==> config.mk <==
export PLATFORM = sky130hd
export DESIGN_NAME = ddr_test_driver
export DESIGN_NICKNAME = d
export VERILOG_FILES = /design/src/verilog/ddr_test_pkg.sv /design/src/verilog/pattern_if.sv /design/src/verilog/lfsr_lane.sv /design/src/verilog/pattern_gen.sv /design/src/verilog/addr_counter.sv /design/src/verilog/test_sequencer.sv /design/src/verilog/read_checker.sv /design/src/verilog/ddr_test_driver.sv
export SDC_FILE = /design/constraint.sdc
export NUM_CORES = 1
export LEC_CHECK = 0
export ABC_AREA = 1
export BUFFER_PORTS_ARGS = -buffer_cell sky130_fd_sc_hd__buf_2
export CAP_MARGIN = 20
export CORE_ASPECT_RATIO = 0.7
export CORE_MARGIN = 5
export CORE_UTILIZATION = 40
export CTS_CLUSTER_DIAMETER = 120
export DETAILED_ROUTE_END_ITERATION = 6
export SYNTH_ARGS = -nofsm -noshare
export SYNTH_HDL_FRONTEND = slang
export SYNTH_SLANG_ARGS = --single-unit
export TNS_END_PERCENT = 100
==> constraint.sdc <==
create_clock -name clk -period 5.25 [get_ports clk]
set_clock_uncertainty 0.05 [all_clocks]
set_input_delay 0.2625 -clock clk [delete_from_list [all_inputs] [get_ports clk]]
set_output_delay 0.2625 -clock clk [all_outputs]
set_load 0.02 [all_outputs]
==> src/verilog/ddr_test_pkg.sv <==
`default_nettype none

package ddr_test_pkg;

  // byte lanes of the local data bus
  localparam int lane_w    = 8;
  localparam int num_lanes = 2;
  localparam int data_w    = lane_w * num_lanes;

  // address fields
  typedef logic [1:0]  bank_t;
  typedef logic [12:0] row_t;
  typedef logic [9:0]  col_t;

  // one burst covers col_step columns
  localparam col_t col_step    = 10'd4;
  localparam int   burst_beats = 2;

  typedef logic [7:0] beat_count_t;

  localparam bank_t default_max_bank = 2'd3;
  localparam row_t  default_max_row  = 13'd3;
  localparam col_t  default_max_col  = 10'd16;

  // lane 0 sits in the low byte
  localparam logic [num_lanes-1:0][lane_w-1:0] lane_seeds = {8'd11, 8'd1};

endpackage

`default_nettype wire

==> src/verilog/pattern_if.sv <==
`timescale 1ns/1ps
`default_nettype none

interface pattern_if;

  // stream control
  logic advance;
  logic capture;
  logic reload;

  // current word of the pseudo-random stream
  logic [ddr_test_pkg::data_w-1:0] data;

  modport gen (input advance, input capture, input reload, output data);

  modport ctrl (output advance, output capture, output reload);

  modport check (input data);

endinterface

`default_nettype wire

==> src/verilog/lfsr_lane.sv <==
`timescale 1ns/1ps
`default_nettype none

module lfsr_lane #(
  parameter logic [ddr_test_pkg::lane_w-1:0] seed = ddr_test_pkg::lane_seeds[0]
) (
  input  wire                              clk,
  input  wire                              reset_n,
  input  wire                              advance,
  input  wire                              load,
  input  wire  [ddr_test_pkg::lane_w-1:0]  load_value,
  output logic [ddr_test_pkg::lane_w-1:0]  value
);

  logic feedback;

  // taps 7, 5, 4 and 3
  assign feedback = value[7] ^ value[5] ^ value[4] ^ value[3];

  always_ff @(posedge clk or negedge reset_n)
  begin
    if (!reset_n)
    begin
      value <= seed;
    end
    else if (load)
    begin
      // load wins over advance
      value <= load_value;
    end
    else if (advance)
    begin
      value <= {value[ddr_test_pkg::lane_w-2:0], feedback};
    end
  end

endmodule

`default_nettype wire

==> src/verilog/pattern_gen.sv <==
`timescale 1ns/1ps
`default_nettype none

module pattern_gen (
  input  wire     clk,
  input  wire     reset_n,
  pattern_if.gen  pat
);

  localparam int lane_w = ddr_test_pkg::lane_w;

  logic [ddr_test_pkg::data_w-1:0] seed_store;
  logic [ddr_test_pkg::data_w-1:0] word;

  // ---------------------------------------------------------------------------
  // reload store
  // ---------------------------------------------------------------------------

  // word seen at the first write of a pass, replayed for the read phase
  always_ff @(posedge clk)
  begin
    if (pat.capture)
    begin
      seed_store <= word;
    end
  end

  // ---------------------------------------------------------------------------
  // one generator per byte lane
  // ---------------------------------------------------------------------------

  for (genvar i = 0; i < ddr_test_pkg::num_lanes; i++)
  begin : g_lane
    lfsr_lane #(
      .seed (ddr_test_pkg::lane_seeds[i])
    ) lfsr_lane_i (
      .clk        (clk),
      .reset_n    (reset_n),
      .advance    (pat.advance),
      .load       (pat.reload),
      .load_value (seed_store[i*lane_w +: lane_w]),
      .value      (word[i*lane_w +: lane_w])
    );
  end

  assign pat.data = word;

endmodule

`default_nettype wire

==> src/verilog/addr_counter.sv <==
`timescale 1ns/1ps
`default_nettype none

module addr_counter #(
  parameter ddr_test_pkg::bank_t max_bank = ddr_test_pkg::default_max_bank,
  parameter ddr_test_pkg::row_t  max_row  = ddr_test_pkg::default_max_row,
  parameter ddr_test_pkg::col_t  max_col  = ddr_test_pkg::default_max_col
) (
  input  wire                  clk,
  input  wire                  reset_n,
  input  wire                  step,
  input  wire                  clear,
  output ddr_test_pkg::bank_t  bank_addr,
  output ddr_test_pkg::row_t   row_addr,
  output ddr_test_pkg::col_t   col_addr,
  output logic                 at_last
);

  // column first, then row, then bank
  always_ff @(posedge clk or negedge reset_n)
  begin
    if (!reset_n)
    begin
      bank_addr <= '0;
      row_addr  <= '0;
      col_addr  <= '0;
    end
    else if (clear)
    begin
      bank_addr <= '0;
      row_addr  <= '0;
      col_addr  <= '0;
    end
    else if (step)
    begin
      if (col_addr >= max_col)
      begin
        col_addr <= '0;
        if (row_addr == max_row)
        begin
          row_addr  <= '0;
          bank_addr <= (bank_addr == max_bank) ? '0 : bank_addr + ddr_test_pkg::bank_t'(1);
        end
        else
        begin
          row_addr <= row_addr + ddr_test_pkg::row_t'(1);
        end
      end
      else
      begin
        col_addr <= col_addr + ddr_test_pkg::col_step;
      end
    end
  end

  assign at_last = (bank_addr == max_bank) && (row_addr == max_row) && (col_addr == max_col);

  // a column that steps past max_col would never raise at_last
  assert property (@(posedge clk) disable iff (!reset_n)
    col_addr <= max_col);

endmodule

`default_nettype wire

==> src/verilog/test_sequencer.sv <==
`timescale 1ns/1ps
`default_nettype none

module test_sequencer (
  input  wire      clk,
  input  wire      reset_n,
  input  wire      local_ready,
  input  wire      local_rdata_valid,
  output logic     write_req,
  output logic     read_req,
  output logic     burstbegin,
  output logic     test_active,
  output logic     test_complete,
  output logic     step,
  output logic     clear,
  input  wire      at_last,
  pattern_if.ctrl  pat
);

  localparam ddr_test_pkg::beat_count_t burst_inc =
    ddr_test_pkg::beat_count_t'(ddr_test_pkg::burst_beats);
  localparam ddr_test_pkg::beat_count_t one_beat = ddr_test_pkg::beat_count_t'(1);

  typedef enum logic [2:0] {
    s_idle,
    s_wr_first,
    s_wr_second,
    s_wr_last,
    s_rd_issue,
    s_drain
  } state_t;

  state_t                     state;
  ddr_test_pkg::beat_count_t  outstanding;
  logic                       capture_q;
  logic                       reload_q;
  logic                       burst_accept;
  logic                       rd_accept;

  // burstbegin is high on every read request, on the first write beat only
  assign burst_accept = burstbegin & local_ready & (write_req | read_req);
  assign rd_accept    = read_req & local_ready;

  assign step  = burst_accept & ~at_last;
  assign clear = burst_accept & at_last;

  // stream moves on accepted write beats and returned read beats
  assign pat.advance = (write_req & local_ready) | local_rdata_valid;
  assign pat.capture = capture_q;
  assign pat.reload  = reload_q;

  // ---------------------------------------------------------------------------
  // outstanding read beats
  // ---------------------------------------------------------------------------

  always_ff @(posedge clk or negedge reset_n)
  begin
    if (!reset_n)
    begin
      outstanding <= '0;
    end
    else
    begin
      case ({rd_accept, local_rdata_valid})
        2'b10:   outstanding <= outstanding + burst_inc;
        2'b11:   outstanding <= outstanding + burst_inc - one_beat;
        2'b01:   outstanding <= outstanding - one_beat;
        default: outstanding <= outstanding;
      endcase
    end
  end

  // ---------------------------------------------------------------------------
  // pass FSM
  // ---------------------------------------------------------------------------

  always_ff @(posedge clk or negedge reset_n)
  begin
    if (!reset_n)
    begin
      state         <= s_idle;
      write_req     <= 1'b0;
      read_req      <= 1'b0;
      burstbegin    <= 1'b0;
      test_active   <= 1'b0;
      test_complete <= 1'b0;
      capture_q     <= 1'b0;
      reload_q      <= 1'b0;
    end
    else
    begin
      capture_q     <= 1'b0;
      reload_q      <= 1'b0;
      test_complete <= 1'b0;
      case (state)
        s_idle:
        begin
          write_req   <= 1'b1;
          burstbegin  <= 1'b1;
          test_active <= 1'b1;
          capture_q   <= 1'b1;
          state       <= s_wr_first;
        end
        s_wr_first:
        begin
          if (local_ready)
          begin
            burstbegin <= 1'b0;
            state      <= at_last ? s_wr_last : s_wr_second;
          end
        end
        s_wr_second:
        begin
          if (local_ready)
          begin
            burstbegin <= 1'b1;
            state      <= s_wr_first;
          end
        end
        s_wr_last:
        begin
          // second beat of the final burst, then replay for reads
          if (local_ready)
          begin
            write_req  <= 1'b0;
            read_req   <= 1'b1;
            burstbegin <= 1'b1;
            reload_q   <= 1'b1;
            state      <= s_rd_issue;
          end
        end
        s_rd_issue:
        begin
          if (local_ready && at_last)
          begin
            read_req   <= 1'b0;
            burstbegin <= 1'b0;
            state      <= s_drain;
          end
        end
        s_drain:
        begin
          if (outstanding == '0)
          begin
            test_complete <= 1'b1;
            test_active   <= 1'b0;
            state         <= s_idle;
          end
        end
        default:
        begin
          state <= s_idle;
        end
      endcase
    end
  end

  // returned beat always has a request behind it
  assert property (@(posedge clk) disable iff (!reset_n)
    local_rdata_valid |-> outstanding != '0);

  assert property (@(posedge clk) disable iff (!reset_n)
    !(read_req && write_req));

endmodule

`default_nettype wire

==> src/verilog/read_checker.sv <==
`timescale 1ns/1ps
`default_nettype none

module read_checker (
  input  wire                                  clk,
  input  wire                                  reset_n,
  input  wire  [ddr_test_pkg::data_w-1:0]      local_rdata,
  input  wire                                  local_rdata_valid,
  pattern_if.check                             pat,
  output logic [ddr_test_pkg::num_lanes-1:0]   pnf_per_byte,
  output logic                                 pnf_persist
);

  localparam int lane_w    = ddr_test_pkg::lane_w;
  localparam int num_lanes = ddr_test_pkg::num_lanes;

  logic [num_lanes-1:0] compare;
  logic [num_lanes-1:0] compare_reg;
  logic [num_lanes-1:0] lane_pass;
  logic                 valid_d1;
  logic                 seen_valid;
  logic                 seen_d1;
  logic                 seen_d2;
  logic                 persist_int;

  // expected word is the stream value in the valid cycle
  always_comb
  begin
    for (int i = 0; i < num_lanes; i++)
    begin
      compare[i] = pat.data[i*lane_w +: lane_w] == local_rdata[i*lane_w +: lane_w];
    end
  end

  // ---------------------------------------------------------------------------
  // three register stages for compare, flag and output
  // ---------------------------------------------------------------------------

  always_ff @(posedge clk or negedge reset_n)
  begin
    if (!reset_n)
    begin
      compare_reg  <= '1;
      valid_d1     <= 1'b0;
      lane_pass    <= '1;
      pnf_per_byte <= '1;
      seen_valid   <= 1'b0;
      seen_d1      <= 1'b0;
      seen_d2      <= 1'b0;
      persist_int  <= 1'b0;
      pnf_persist  <= 1'b0;
    end
    else
    begin
      compare_reg <= compare;
      valid_d1    <= local_rdata_valid;
      if (valid_d1)
      begin
        lane_pass <= compare_reg;
      end
      pnf_per_byte <= lane_pass;

      seen_valid <= seen_valid | local_rdata_valid;
      seen_d1    <= seen_valid;
      seen_d2    <= seen_d1;
      // first result sets it, later results can only clear it
      persist_int <= (&lane_pass) & seen_d1 & (persist_int | ~seen_d2);
      pnf_persist <= persist_int;
    end
  end

  assert property (@(posedge clk) disable iff (!reset_n)
    local_rdata_valid |-> !$isunknown(local_rdata));

endmodule

`default_nettype wire

==> src/verilog/ddr_test_driver.sv <==
`timescale 1ns/1ps
`default_nettype none

module ddr_test_driver #(
  parameter ddr_test_pkg::bank_t max_bank = ddr_test_pkg::default_max_bank,
  parameter ddr_test_pkg::row_t  max_row  = ddr_test_pkg::default_max_row,
  parameter ddr_test_pkg::col_t  max_col  = ddr_test_pkg::default_max_col
) (
  input  wire                                  clk,
  input  wire                                  reset_n,
  input  wire                                  local_ready,
  input  wire                                  local_rdata_valid,
  input  wire  [ddr_test_pkg::data_w-1:0]      local_rdata,
  output logic                                 local_write_req,
  output logic                                 local_read_req,
  output logic                                 local_burstbegin,
  output ddr_test_pkg::bank_t                  local_bank_addr,
  output ddr_test_pkg::row_t                   local_row_addr,
  output ddr_test_pkg::col_t                   local_col_addr,
  output logic [ddr_test_pkg::data_w-1:0]      local_wdata,
  output logic [ddr_test_pkg::num_lanes-1:0]   pnf_per_byte,
  output logic                                 pnf_persist,
  output logic                                 test_active,
  output logic                                 test_complete
);

  logic step;
  logic clear;
  logic at_last;

  pattern_if pat ();

  test_sequencer test_sequencer_i (
    .clk               (clk),
    .reset_n           (reset_n),
    .local_ready       (local_ready),
    .local_rdata_valid (local_rdata_valid),
    .write_req         (local_write_req),
    .read_req          (local_read_req),
    .burstbegin        (local_burstbegin),
    .test_active       (test_active),
    .test_complete     (test_complete),
    .step              (step),
    .clear             (clear),
    .at_last           (at_last),
    .pat               (pat)
  );

  addr_counter #(
    .max_bank (max_bank),
    .max_row  (max_row),
    .max_col  (max_col)
  ) addr_counter_i (
    .clk       (clk),
    .reset_n   (reset_n),
    .step      (step),
    .clear     (clear),
    .bank_addr (local_bank_addr),
    .row_addr  (local_row_addr),
    .col_addr  (local_col_addr),
    .at_last   (at_last)
  );

  pattern_gen pattern_gen_i (
    .clk     (clk),
    .reset_n (reset_n),
    .pat     (pat)
  );

  read_checker read_checker_i (
    .clk               (clk),
    .reset_n           (reset_n),
    .local_rdata       (local_rdata),
    .local_rdata_valid (local_rdata_valid),
    .pat               (pat),
    .pnf_per_byte      (pnf_per_byte),
    .pnf_persist       (pnf_persist)
  );

  // write data comes straight off the stream
  assign local_wdata = pat.data;

endmodule

`default_nettype wire

==> results of run 1 <==
worst max-delay path, delay by kind of cell, from the launching register on:
family	cells	cell delay, ns
buffers and inverters	1	0.13
flip-flops	1	0.91
AND/OR/NAND/NOR	4	0.93
power by group through the flow:
| stage | combinational (mW) | clock (mW) | sequential [mW] |
|---|---|---|---|
| after floorplan | 0.610 | 0 | 1.20 |
| after global placement | 0.944 | 0 | 1.15 |
| after detailed placement | 0.973 | 0 | 1.15 |
| after CTS | 0.976 | 0.631 | 1.15 |
| after global routing | 1.10 | 0.657 | 1.18 |
| final | 0.972 | 0.610 | 1.14 |
cells by family (layout without fill, tap and decap cells):
family,count (synthesis),count (layout)
flip-flops,85,85
buffers and inverters,82,154
other,1,2
AND/OR/NAND/NOR,194,194
XOR/XNOR,31,31
AO/OA/AOI/OAI,71,71
multiplexers,2,2
adder cells (fa/ha/maj),6,6
final cells by class:
cell class / count / share of cell area [%]
Clock buffer: 11 / 4.745
Clock inverter: 5 / 1.046
Inverter: 71 / 5.459
Multi-Input combinational cell: 306 / 33.24
Sequential cell: 85 / 45.26
Tap cell: 132 / 3.367
Timing Repair Buffer: 67 / 6.888
synth_stat cells (2+ instances only):
library cell / n / share of area (%)
xor2_1: 11 / 2.3
xnor2_1: 20 / 4.2
buf_4: 2 / 0.36
nor4_1: 2 / 0.30
nor2_2: 2 / 0.30
o221ai_1: 3 / 0.63
nor2_1: 37 / 3.3
ha_1: 6 / 1.8
a31oi_1: 2 / 0.30
or2_2: 3 / 0.45
a21oi_1: 10 / 1.2
o21ai_0: 47 / 5.7
inv_1: 69 / 6.2
o21ai_1: 2 / 0.24
dfrtp_1: 59 / 35
edfxtp_1: 16 / 12
nand2_1: 95 / 8.6
nand3_1: 32 / 3.8
mux2_2: 2 / 0.54
nor3_1: 8 / 0.96
nand2_4: 3 / 0.81
nand4_1: 7 / 1.1
dfstp_2: 10 / 6.3
clkbuf_1: 9 / 0.81
routing by layer:
layer	global-route usage, %	up-vias	wire, µm
met2	22.65	90	3933
met1	20.22	1509	4503
li1	-	1662	-
met3	5.960	6	538
met4	4.452	0	62
met5	0	-	0
how the worst max path moves through the flow:
stage | to | cells after the start | slack (ns) | start
5_1_grt | pattern_gen_i.g_lane[0].lfsr_lane_i.value[7] | 5 | 2.84 | test_sequencer_i.pat.reload
4_1_cts | pattern_gen_i.g_lane[0].lfsr_lane_i.value[7] | 5 | 3.12 | test_sequencer_i.pat.reload
3_3_place_gp | pattern_gen_i.g_lane[0].lfsr_lane_i.value[7] | 5 | 3.19 | test_sequencer_i.pat.reload
6_report | pattern_gen_i.g_lane[0].lfsr_lane_i.value[7] | 5 | 3.11 | test_sequencer_i.pat.reload
2_1_floorplan | test_sequencer_i.outstanding[6] | 13 | 3.53 | test_sequencer_i.read_req
3_5_place_dp | pattern_gen_i.g_lane[0].lfsr_lane_i.value[7] | 5 | 3.12 | test_sequencer_i.pat.reload
per-stage QoR:
stage                     power [mW]  setup WS, ns
after floorplan                1.814         3.533
after global placement         2.090         3.190
after detailed placement       2.126         3.120
after CTS                      2.752         3.117
after global routing           2.941         2.844
final                          2.725         3.110
==> summary.md, run 1 <==
| Metric | Value |
|---|---|
| Status | `complete, no violations` |
| Chip Width | `131.9 µm` |
| Final Util | `47.90%` |
| Top flop regs | `pattern_gen_i.g_lane.lfsr_lane_i.value x16, pattern_gen_i.seed_store x16, addr_counter_i.row_addr x13` |
| Flop pwr share | `between 40% and 50%` |
| Starting DRT DRC Count | `169` |
| Syn Inst Count | `472` |
| Sw Ratio | `40.03%` |
| Power Internal | `1.634 mW` |
| Static leakage | `2.350 nW` |
| TritonCTS clock tree | `yes` |
| Peak VDD IR | `0.1926 mV` |
| Total CTS buffers | `9` |
| CP max stage cell | `dfrtp_1` |
| Commonest non-fill, non-tap cell in the layout | `nand2_1` |
| Hpwl dp | `6421 µm` |
| Fraction of layout cells with a size suffix above 1 | `19.63%` |
| FF-to-FF End | `pattern_gen_i.g_lane[0].lfsr_lane_i.value[7]` |
| Min-delay worst type | `input port to asynchronous set/reset pin` |
| Arrival @ worst endpoint | `2.30 ns` |
| Wire length per cell | `13.35 µm` |
| Most used cell along the critical path | `nand2_1` |
| Starting Density | `40.65%` |
| Hold WS | `0.08033 ns` |
| FFs w/ async S/R, synth | `81.18%` |
| Vias per cell | `about 4.8` |
| Logic pwr share | `35.7%` |
| Setup TNS | `0 ns` |
| Synth Flop Type | `dfrtp_1` |
| H-Tree Depth | `3` |
| Slew HR | `41.97%` |
| Hold-fix buffers, CTS | `0` |
| Ys Warns | `0` |
| Clock power frac | `22.4%` |
| Cell row count | `31` |
| Clk buf depth | `2` |
| Compound-Gate Fraction of Synth Area | `9.498%` |
| Die height | `roughly 95 µm` |
| Core area | `about 10,000 µm²` |
| Worst-Margin Slew | `0.8705 ns` |
| Num Clock Sinks | `85` |
| Die Area | `~13,000 µm²` |
| Grt ovf | `0` |
| Clock root cell | `clkbuf_16` |
| First-pass GRT wire length | `15,150 µm` |
| Post-CTS Resized | `0` |
| Nets | `566` |
| Placer Congestion | `0.8651` |
| P_sw | `1.091 mW` |
| Final Max Slew Viols | `0` |
| Placed cell count | `661` |
| Placed cell area | `4621 µm²` |
| Number of global-route vias before repair | `3,233` |
| I/O pin count | `69` |
| Data required, critical path | `5.41 ns` |
| Remaining DRCs | `0` |
| Post-synthesis mux area share | `less than 1%` |
| Clock latency on the worst-skew pair | `0.33 ns` |
| Crit-path max FO | `33` |
| Post-Route WL | `9037 µm` |
| Tmin final | `2.140 ns` |
| Number of fill cells | `993` |
| Crit-path cells | `nor2_1 -> nand2_1 -> inv_1 -> nand2_1 -> nand2_1` |
| Register area | `2220 µm²` |
| Max Clock Freq | `467.3 MHz` |
| Reg-to-reg startpoint | `test_sequencer_i.pat.reload` |
| Synth Area in Simple Gates | `between 20 and 25%` |
| Unrepaired setup endpoints after global routing | `false` |
| Hold Violations, Final | `0` |
| Area growth syn-to-layout | `17.82%` |
| Antenna Violating Nets Remaining | `0` |
| Worst-path clk slew | `0.06 ns` |
| Seq/Total Area, Yosys | `53.32%` |
| Fin crit share | `about two fifths` |
| Mapped Avg Cell Area | `between 8 and 9 µm²` |
| Commonest cells after routing, fill and taps aside | `nand2_1 (95), inv_1 (69), buf_2 (66), dfrtp_1 (59), o21ai_0 (47)` |
| Antenna cells | `0` |
| CP Capture Type | `flop` |
| PortBufs | `66` |
| Largest net degree at the start of global routing | `70` |
| Final Instance Area | `4905 µm²` |
| Main combinational cell family by area after synthesis | `simple AND/OR/NAND/NOR gates` |
| R2R depth | `5` |
| Post-Syn Area | `4163 µm²` |
| Max-cap violations | `0` |
| Vias | `3,267` |
| Cell variety after synth | `39` |
| Slowest cell delay on critical path | `between 0.9 and 1 ns` |
| CP startpoint kind | `flop` |
| Multi-input gate area | `between 1500 and 2000 µm²` |
| Initial antenna violation count | `0` |
| Cell area power density | `555.6 nW/µm²` |
| Synth Area in XOR/XNOR | `6.522%` |
| Finished Layout Cells | `677` |
| Synth Area in Adders | `1.803%` |
| Final setup vio count | `0` |
| Post-CTS setup buffers | `0` |
| Internal reg-to-reg setup slack | `3.11 ns` |
| Total track usage | `roughly 15%` |
| Flops & latches, synth | `85` |
| CP Class | `flop to flop` |
| DR pass1 iterations | `4` |
| Number of flops mapped to enable cells by yosys | `16` |
(Power assumes the default switching activity.)
==> inputs of run 2 (changes only) <==
==> constraint.sdc (replaced) <==
create_clock -name clk -period 2 [get_ports clk]
set_clock_uncertainty 0.05 [all_clocks]
set_input_delay 0.1 -clock clk [delete_from_list [all_inputs] [get_ports clk]]
set_output_delay 0.1 -clock clk [all_outputs]
set_load 0.02 [all_outputs]
==> run 2 against run 1 <==
  * Final cell count is 2.2% higher
  * Power increased to 2.6 times the previous value
  * Clock power increased to 2.7 times the previous value
  * Maximum frequency grew 9.3%
  * Hold slack lost 0.074 ns
  * Sequential share of layout area fell by 1.5 points
  * Sequential power grew to 2.5 times the previous value
  * Largest cell class unchanged
  * Highest routed layer unchanged
==> summary.md, run 2 (synthesis results as in run 1) <==
| Metric | Value |
|---|---|
| Status | `complete, no violations` |
| Hpwl dp | `6384 µm (-0.58%)` |
| Number of fill cells | `993 (unchanged)` |
| Final Util | `49.49% (+1.6 points)` |
| Cell area power density | `1425 nW/µm² (+160%)` |
| Crit-path max FO | `5 (-85%)` |
| Max Clock Freq | `510.9 MHz (+9.3%)` |
| Hold Violations, Final | `0 (unchanged)` |
| Final setup vio count | `0 (unchanged)` |
| Initial antenna violation count | `0 (unchanged)` |
| Worst-path clk slew | `0.06 ns (about the same)` |
| Commonest non-fill, non-tap cell in the layout | `nand2_1` |
| Arrival @ worst endpoint | `2.09 ns (-0.21 ns)` |
| Wire length per cell | `12.77 µm (-4.3%)` |
| PortBufs | `66 (unchanged)` |
| Final Max Slew Viols | `0 (unchanged)` |
| Commonest cells after routing, fill and taps aside | `nand2_1 (95), inv_1 (69), buf_2 (65), dfrtp_1 (59), o21ai_0 (47)` |
| Number of global-route vias before repair | `3,148 (-2.6%)` |
| Post-CTS setup buffers | `0 (unchanged)` |
| DR pass1 iterations | `4 (unchanged)` |
| Clk buf depth | `2 (unchanged)` |
| Fraction of layout cells with a size suffix above 1 | `20.89% (+1.3 points)` |
| Internal reg-to-reg setup slack | `0.04 ns (-3.07 ns)` |
| Cell row count | `31 (unchanged)` |
| Die Area | `12,580 µm² (unchanged)` |
| First-pass GRT wire length | `15,120 µm (-0.18%)` |
| Grt ovf | `0 (unchanged)` |
| Placed cell count | `668 (+1.1%)` |
| Vias | `3,300 (+1.0%)` |
| Antenna Violating Nets Remaining | `0 (unchanged)` |
| Placer Congestion | `0.8994 (+4.0%)` |
| TritonCTS clock tree | `yes` |
| Reg-to-reg startpoint | `pattern_gen_i.g_lane[0].lfsr_lane_i.value[5]` |
| Peak VDD IR | `0.6317 mV (+230%)` |
| Worst setup startpoint | `pattern_gen_i.g_lane[0].lfsr_lane_i.value[5]` |
| Largest net degree at the start of global routing | `36 (-49%)` |
| CP endpoint | `read_checker_i.compare_reg[0]` |
| Unrepaired setup endpoints after global routing | `false` |
| Finished Layout Cells | `692 (+2.2%)` |
| Vias per cell | `4.769 (-1.2%)` |
| Hold WS | `0.006442 ns (-0.07389 ns)` |
| Post-Route WL | `8836 µm (-2.2%)` |
| Starting DRT DRC Count | `122 (-28%)` |
| Remaining DRCs | `0 (unchanged)` |
| Total CTS buffers | `9 (unchanged)` |
| Fin crit share | `97.86% (+57 points)` |
| Starting Density | `40.65% (unchanged)` |
| FF-to-FF End | `read_checker_i.compare_reg[0]` |
| Clock root cell | `clkbuf_16` |
| CP Capture Type | `flop` |
| Chip Width | `131.9 µm (unchanged)` |
| Slew HR | `60.72% (+19 points)` |
| Static leakage | `2.433 nW (+3.5%)` |
| Worst-Margin Slew | `0.5892 ns (-0.2813 ns)` |
| Tmin final | `1.957 ns (-0.1825 ns)` |
| CP Class | `flop to flop` |
| I/O pin count | `69 (unchanged)` |
| Min-delay worst type | `input port to flop` |
| Max-cap violations | `0 (unchanged)` |
| Die height | `95.35 µm (unchanged)` |
| Area growth syn-to-layout | `21.73%` |
| CP startpoint kind | `flop` |
| Num Clock Sinks | `85 (unchanged)` |
| R2R depth | `4 (-1)` |
| Core area | `10,240 µm² (unchanged)` |
| H-Tree Depth | `3 (unchanged)` |
| Total track usage | `14.82% (-0.24 points)` |
| Clock latency on the worst-skew pair | `0.34 ns (about the same)` |
| Antenna cells | `0 (unchanged)` |
| Data required, critical path | `2.14 ns (-3.27 ns)` |
| Top flop regs | `pattern_gen_i.g_lane.lfsr_lane_i.value x16, pattern_gen_i.seed_store x16, addr_counter_i.row_addr x13` |
| Register area | `2220 µm² (unchanged)` |
| Nets | `581 (+2.7%)` |
| Multi-input gate area | `1638 µm² (+0.46%)` |
| Setup TNS | `0 ns (unchanged)` |
-- run 2: layer usage --
metal	vias up	global-route usage [%]	wire (µm)
met1	1522	20.13	4262
met3	11	5.011	624
met2	80	22.69	3843
li1	1687	-	-
met5	-	0	0
met4	0	4.366	106
-- run 2: timing repair --
| action | 4_1_cts | 5_1_grt |
|---|---|---|
| hold buffers | 8 | 0 |
| setup endpoints to repair | 0 | 3 |
| hold endpoints to repair | 20 | 0 |
| resized for setup | 0 | 3 |
-- run 2: stage by stage --
step / instance area (µm²) / total power, mW / setup slack [ns]
detailed placement: 4686 / 5.595 / 0.1516
finish: 5067 / 7.219 / 0.04270
CTS: 5057 / 7.285 / 0.09668
floorplan: 4167 / 4.762 / 0.2827
global route: 5067 / 7.785 / 0.01045
global placement: 4686 / 5.546 / 0.2036
-- run 2: critical path, stage by stage (launching register included) --
cell and delay [ns]:
dfrtp_1 0.47, xnor2_1 0.22, nand4_1 0.11, dlygate4sd3_1 0.57, nor4_1 0.38
-- run 2: power breakdown --
group          switching [mW]  leakage [nW]  internal, mW  total, mW
Sequential              0.501         0.988          2.39       2.89
Combinational            1.69          1.30          1.01       2.70
Clock                   0.665         0.147         0.960       1.62
Total                    2.86          2.43          4.36       7.22
-- run 2: final cells by class --
cell class,count,share of cell area [%]
flip-flops and latches,85,43.80
multi-input cells,306,32.32
repair buffers,82,9.580
inverters,71,5.284
clock buffers,9,4.444
well taps,132,3.259
clock inverters,7,1.309
-- run 2: worst min path at each step --
stage	from	to	slack [ns]	cells past startpoint
2_1_floorplan	reset_n	addr_counter_i.bank_addr[0]	-0.25	0
3_3_place_gp	reset_n	test_sequencer_i.outstanding[5]	0.1	1
3_5_place_dp	reset_n	test_sequencer_i.outstanding[7]	0.09	1
4_1_cts	local_rdata[1]	read_checker_i.compare_reg[0]	0.008	4
5_1_grt	local_rdata[9]	read_checker_i.compare_reg[1]	0.02	4
6_report	local_rdata[9]	read_checker_i.compare_reg[1]	0.006	4
==> inputs of run 3 (changes only) <==
--- a/config.mk
+++ b/config.mk
@@ -5,7 +5,7 @@
 export SDC_FILE = /design/constraint.sdc
 export NUM_CORES = 1
 export LEC_CHECK = 0
-export ABC_AREA = 1
+export ABC_AREA = 0
 export BUFFER_PORTS_ARGS = -buffer_cell sky130_fd_sc_hd__buf_2
 export CAP_MARGIN = 20
 export CORE_ASPECT_RATIO = 0.7
==> run 3 against run 2 <==
  * Synthesized cell count fell by 24%
  * Routed wire length shrank 5.2%
  * Die area is 2.4% lower
  * Clock-buffer cell count is 4 higher
  * Combinational power down 10%
  * Maximum frequency up 5.3%
  * Clock power grew 2%
  * Core utilization grew 1.4 points
==> summary.md, run 3 <==
| Metric | Value |
|---|---|
| Status | `complete, no violations` |
| Nets | `467 (-20%)` |
| FFs w/ async S/R, synth | `81.18% (unchanged)` |
| Die height | `94.24 µm (-1.2%)` |
| Slew HR | `53.16% (-7.6 points)` |
| Cell area power density | `1429 nW/µm² (+0.29%)` |
| Starting DRT DRC Count | `139 (+14%)` |
| Synth area leaders | `dfrtp_1 (36%), edfxtp_1 (12%), xnor2_1 (8.4%), dfstp_2 (6.5%), mux2i_1 (4.2%)` |
| Max-cap violations | `0 (unchanged)` |
| Vias per cell | `5.009 (+5.0%)` |
| Starting Density | `41.39% (+0.74 points)` |
| Mapped Avg Cell Area | `11.30 µm² (+28%)` |
| CP Capture Type | `flop` |
| H-Tree Depth | `3 (unchanged)` |
| Commonest cells after routing, fill and taps aside | `buf_2 (66), dfrtp_1 (59), xnor2_1 (39), nand2_1 (29), nor2_1 (27)` |
| Max Clock Freq | `538.2 MHz (+5.3%)` |
| Chip Width | `130.3 µm (-1.2%)` |
| Crit-path max FO | `5 (unchanged)` |
| Min-delay worst type | `input port to flop` |
| Synth Flop Type | `dfrtp_1` |
| Uppermost routed layer | `met4` |
| DR pass1 iterations | `4 (unchanged)` |
| Worst-Margin Slew | `0.7026 ns (+0.1134 ns)` |
| Area leader, netlist | `dfrtp_1` |
| Clock latency on the worst-skew pair | `0.33 ns (about the same)` |
| Hpwl dp | `5860 µm (-8.2%)` |
| PortBufs | `66 (unchanged)` |
| Tmin final | `1.858 ns (-0.09934 ns)` |
| Cell variety after synth | `55 (+41%)` |
| Vias | `2,875 (-13%)` |
| Clk buf depth | `2 (unchanged)` |
| Flops & latches, synth | `85 (unchanged)` |
| Hold Violations, Final | `0 (unchanged)` |
| Initial antenna violation count | `0 (unchanged)` |
| Final Max Slew Viols | `0 (unchanged)` |
| WL met1 | `4101 µm (-3.8%)` |
| Remaining DRCs | `0 (unchanged)` |
| Fin crit share | `92.90% (-5.0 points)` |
| Static leakage | `2.140 nW (-12%)` |
| Clock root cell | `clkbuf_16` |
| Syn Inst Count | `359 (-24%)` |
| Post-Route WL | `8373 µm (-5.2%)` |
| Die Area | `12,280 µm² (-2.4%)` |
| Commonest non-fill, non-tap cell in the layout | `buf_2` |
| Total CTS buffers | `9 (unchanged)` |
| Hold WS | `0.007432 ns (+0.0009896 ns)` |
| Antenna cells | `0 (unchanged)` |
| Core area | `9797 µm² (-4.3%)` |
| Num Clock Sinks | `85 (unchanged)` |
| CP Class | `flop to flop` |
| Arrival @ worst endpoint | `2.03 ns (-0.06 ns)` |
| Total track usage | `14.42% (-0.40 points)` |
| Cell row count | `30 (-3.2%)` |
| Peak VDD IR | `0.5848 mV (-7.4%)` |
| Met3 wire length | `460 µm (-26%)` |
| Largest net degree at the start of global routing | `70 (+94%)` |
| Cell with the most instances after synthesis | `dfrtp_1` |
| Setup TNS | `0 ns (unchanged)` |
| Final setup vio count | `0 (unchanged)` |
| Placer Congestion | `0.8760 (-2.6%)` |
| Data required, critical path | `2.17 ns (+0.03 ns)` |
| Antenna Violating Nets Remaining | `0 (unchanged)` |
| Area growth syn-to-layout | `22.89%` |
| I/O pin count | `69 (unchanged)` |
| Top flop regs | `pattern_gen_i.g_lane.lfsr_lane_i.value x16, pattern_gen_i.seed_store x16, addr_counter_i.row_addr x13` |
| CP startpoint kind | `flop` |
| Worst-path clk slew | `0.06 ns (about the same)` |
| Number of global-route vias before repair | `2,757 (-12%)` |
| Ys Warns | `0 (unchanged)` |
| Final Util | `50.87% (+1.4 points)` |
| TritonCTS clock tree | `yes` |
| Area fraction of the dominant cell type after synthesis | `36.41% (+0.94 points)` |
| Fraction of layout cells with a size suffix above 1 | `27.58% (+6.7 points)` |
| First-pass GRT wire length | `13,950 µm (-7.7%)` |
| Seq/Total Area, Yosys | `54.74% (+1.4 points)` |
| Synth cell count leaders | `dfrtp_1 (59), xnor2_1 (39), nand2_1 (29), nor2_1 (27), mux2i_1 (17)` |
| Wire length per cell | `14.59 µm (+14%)` |
| Number of flops mapped to enable cells by yosys | `16 (unchanged)` |
| Grt ovf | `0 (unchanged)` |
| Post-Syn Area | `4055 µm² (-2.6%)` |
| Met2 wire len | `3740 µm (-2.7%)` |
==> run 3: path summary, 6_finish.rpt <==
check                                           start                                            to  slack, ns  cells after the start
min                                    local_rdata[8]                 read_checker_i.compare_reg[1]      0.007                      4
max                        addr_counter_i.row_addr[0]                   test_sequencer_i.burstbegin       0.14                      6
min in group asynchronous                     reset_n               test_sequencer_i.outstanding[1]       0.25                      3
min reg2reg                read_checker_i.persist_int                    read_checker_i.pnf_persist       0.32                      0
max reg2reg                addr_counter_i.row_addr[0]                   test_sequencer_i.burstbegin       0.14                      6
max in group asynchronous                     reset_n  pattern_gen_i.g_lane[1].lfsr_lane_i.value[3]       1.29                      3
==> run 3: layer usage <==
layer | up-vias | global-route usage [%]
li1 | 1420 | -
met1 | 1403 | 20.72
met2 | 47 | 20.35
met3 | 5 | 5.170
met4 | 0 | 4.195
met5 | - | 0
==> run 3: repair_timing <==
| action | in CTS | in global routing |
|---|---|---|
| hold buffers | 8 | 0 |
| buffers inserted | 0 | 1 |
| setup endpoints to repair | 0 | 5 |
| resized for setup | 0 | 4 |
| hold endpoints to repair | 61 | 0 |
==> run 3: area by class of cell <==
type,instances,area (µm²)
Fill cell,870,4813
Tap cell,128,160.2
Sequential cell,85,2220
Timing Repair Buffer,88,528.0
Multi-Input combinational cell,246,1739
Clock buffer,13,250.2
Inverter,11,41.29
Clock inverter,3,45.04
==> run 3: critical path: stages, from the launching register on <==
cell     delay [ns]
dfrtp_1        0.40
ha_2           0.25
nor4b_2        0.24
nand3_2        0.21
nor4_2         0.26
nand3_1        0.13
and3_1         0.20
==> run 3: metrics by stage <==
step	setup slack (ns)	power (mW)	std cells	area, µm²
2_1_floorplan	0.1651	4.695	360	4059
3_5_place_dp	0.06835	5.482	549	4579
4_1_cts	0.05593	7.202	573	4955
6_report	0.1420	7.120	574	4984
5_1_grt	-0.01180	7.634	574	4984
3_3_place_gp	0.1544	5.409	549	4579
==> run 3: cells by family (layout without fill, tap and decap cells) <==
logic type / count (synthesis) / in the layout / share of synthesized area, %
other cells: 1 / 2 / 0.09248
xor+xnor: 51 / 51 / 11.02
mux: 21 / 21 / 5.307
simple gates: 115 / 115 / 15.21
fa+ha+maj: 6 / 6 / 1.851
flops: 85 / 85 / 54.74
buf+inv: 29 / 115 / 3.301
compound gates: 51 / 51 / 8.486
==> run 3: power by group <==
| part | total (mW) | internal, mW | switching (mW) | leakage [nW] |
|---|---|---|---|---|
| Sequential | 3.04 | 2.38 | 0.655 | 0.994 |
| Clock | 1.66 | 1.01 | 0.647 | 0.145 |
| Combinational | 2.43 | 1.09 | 1.34 | 1.00 |
| Total | 7.12 | 4.48 | 2.64 | 2.14 |
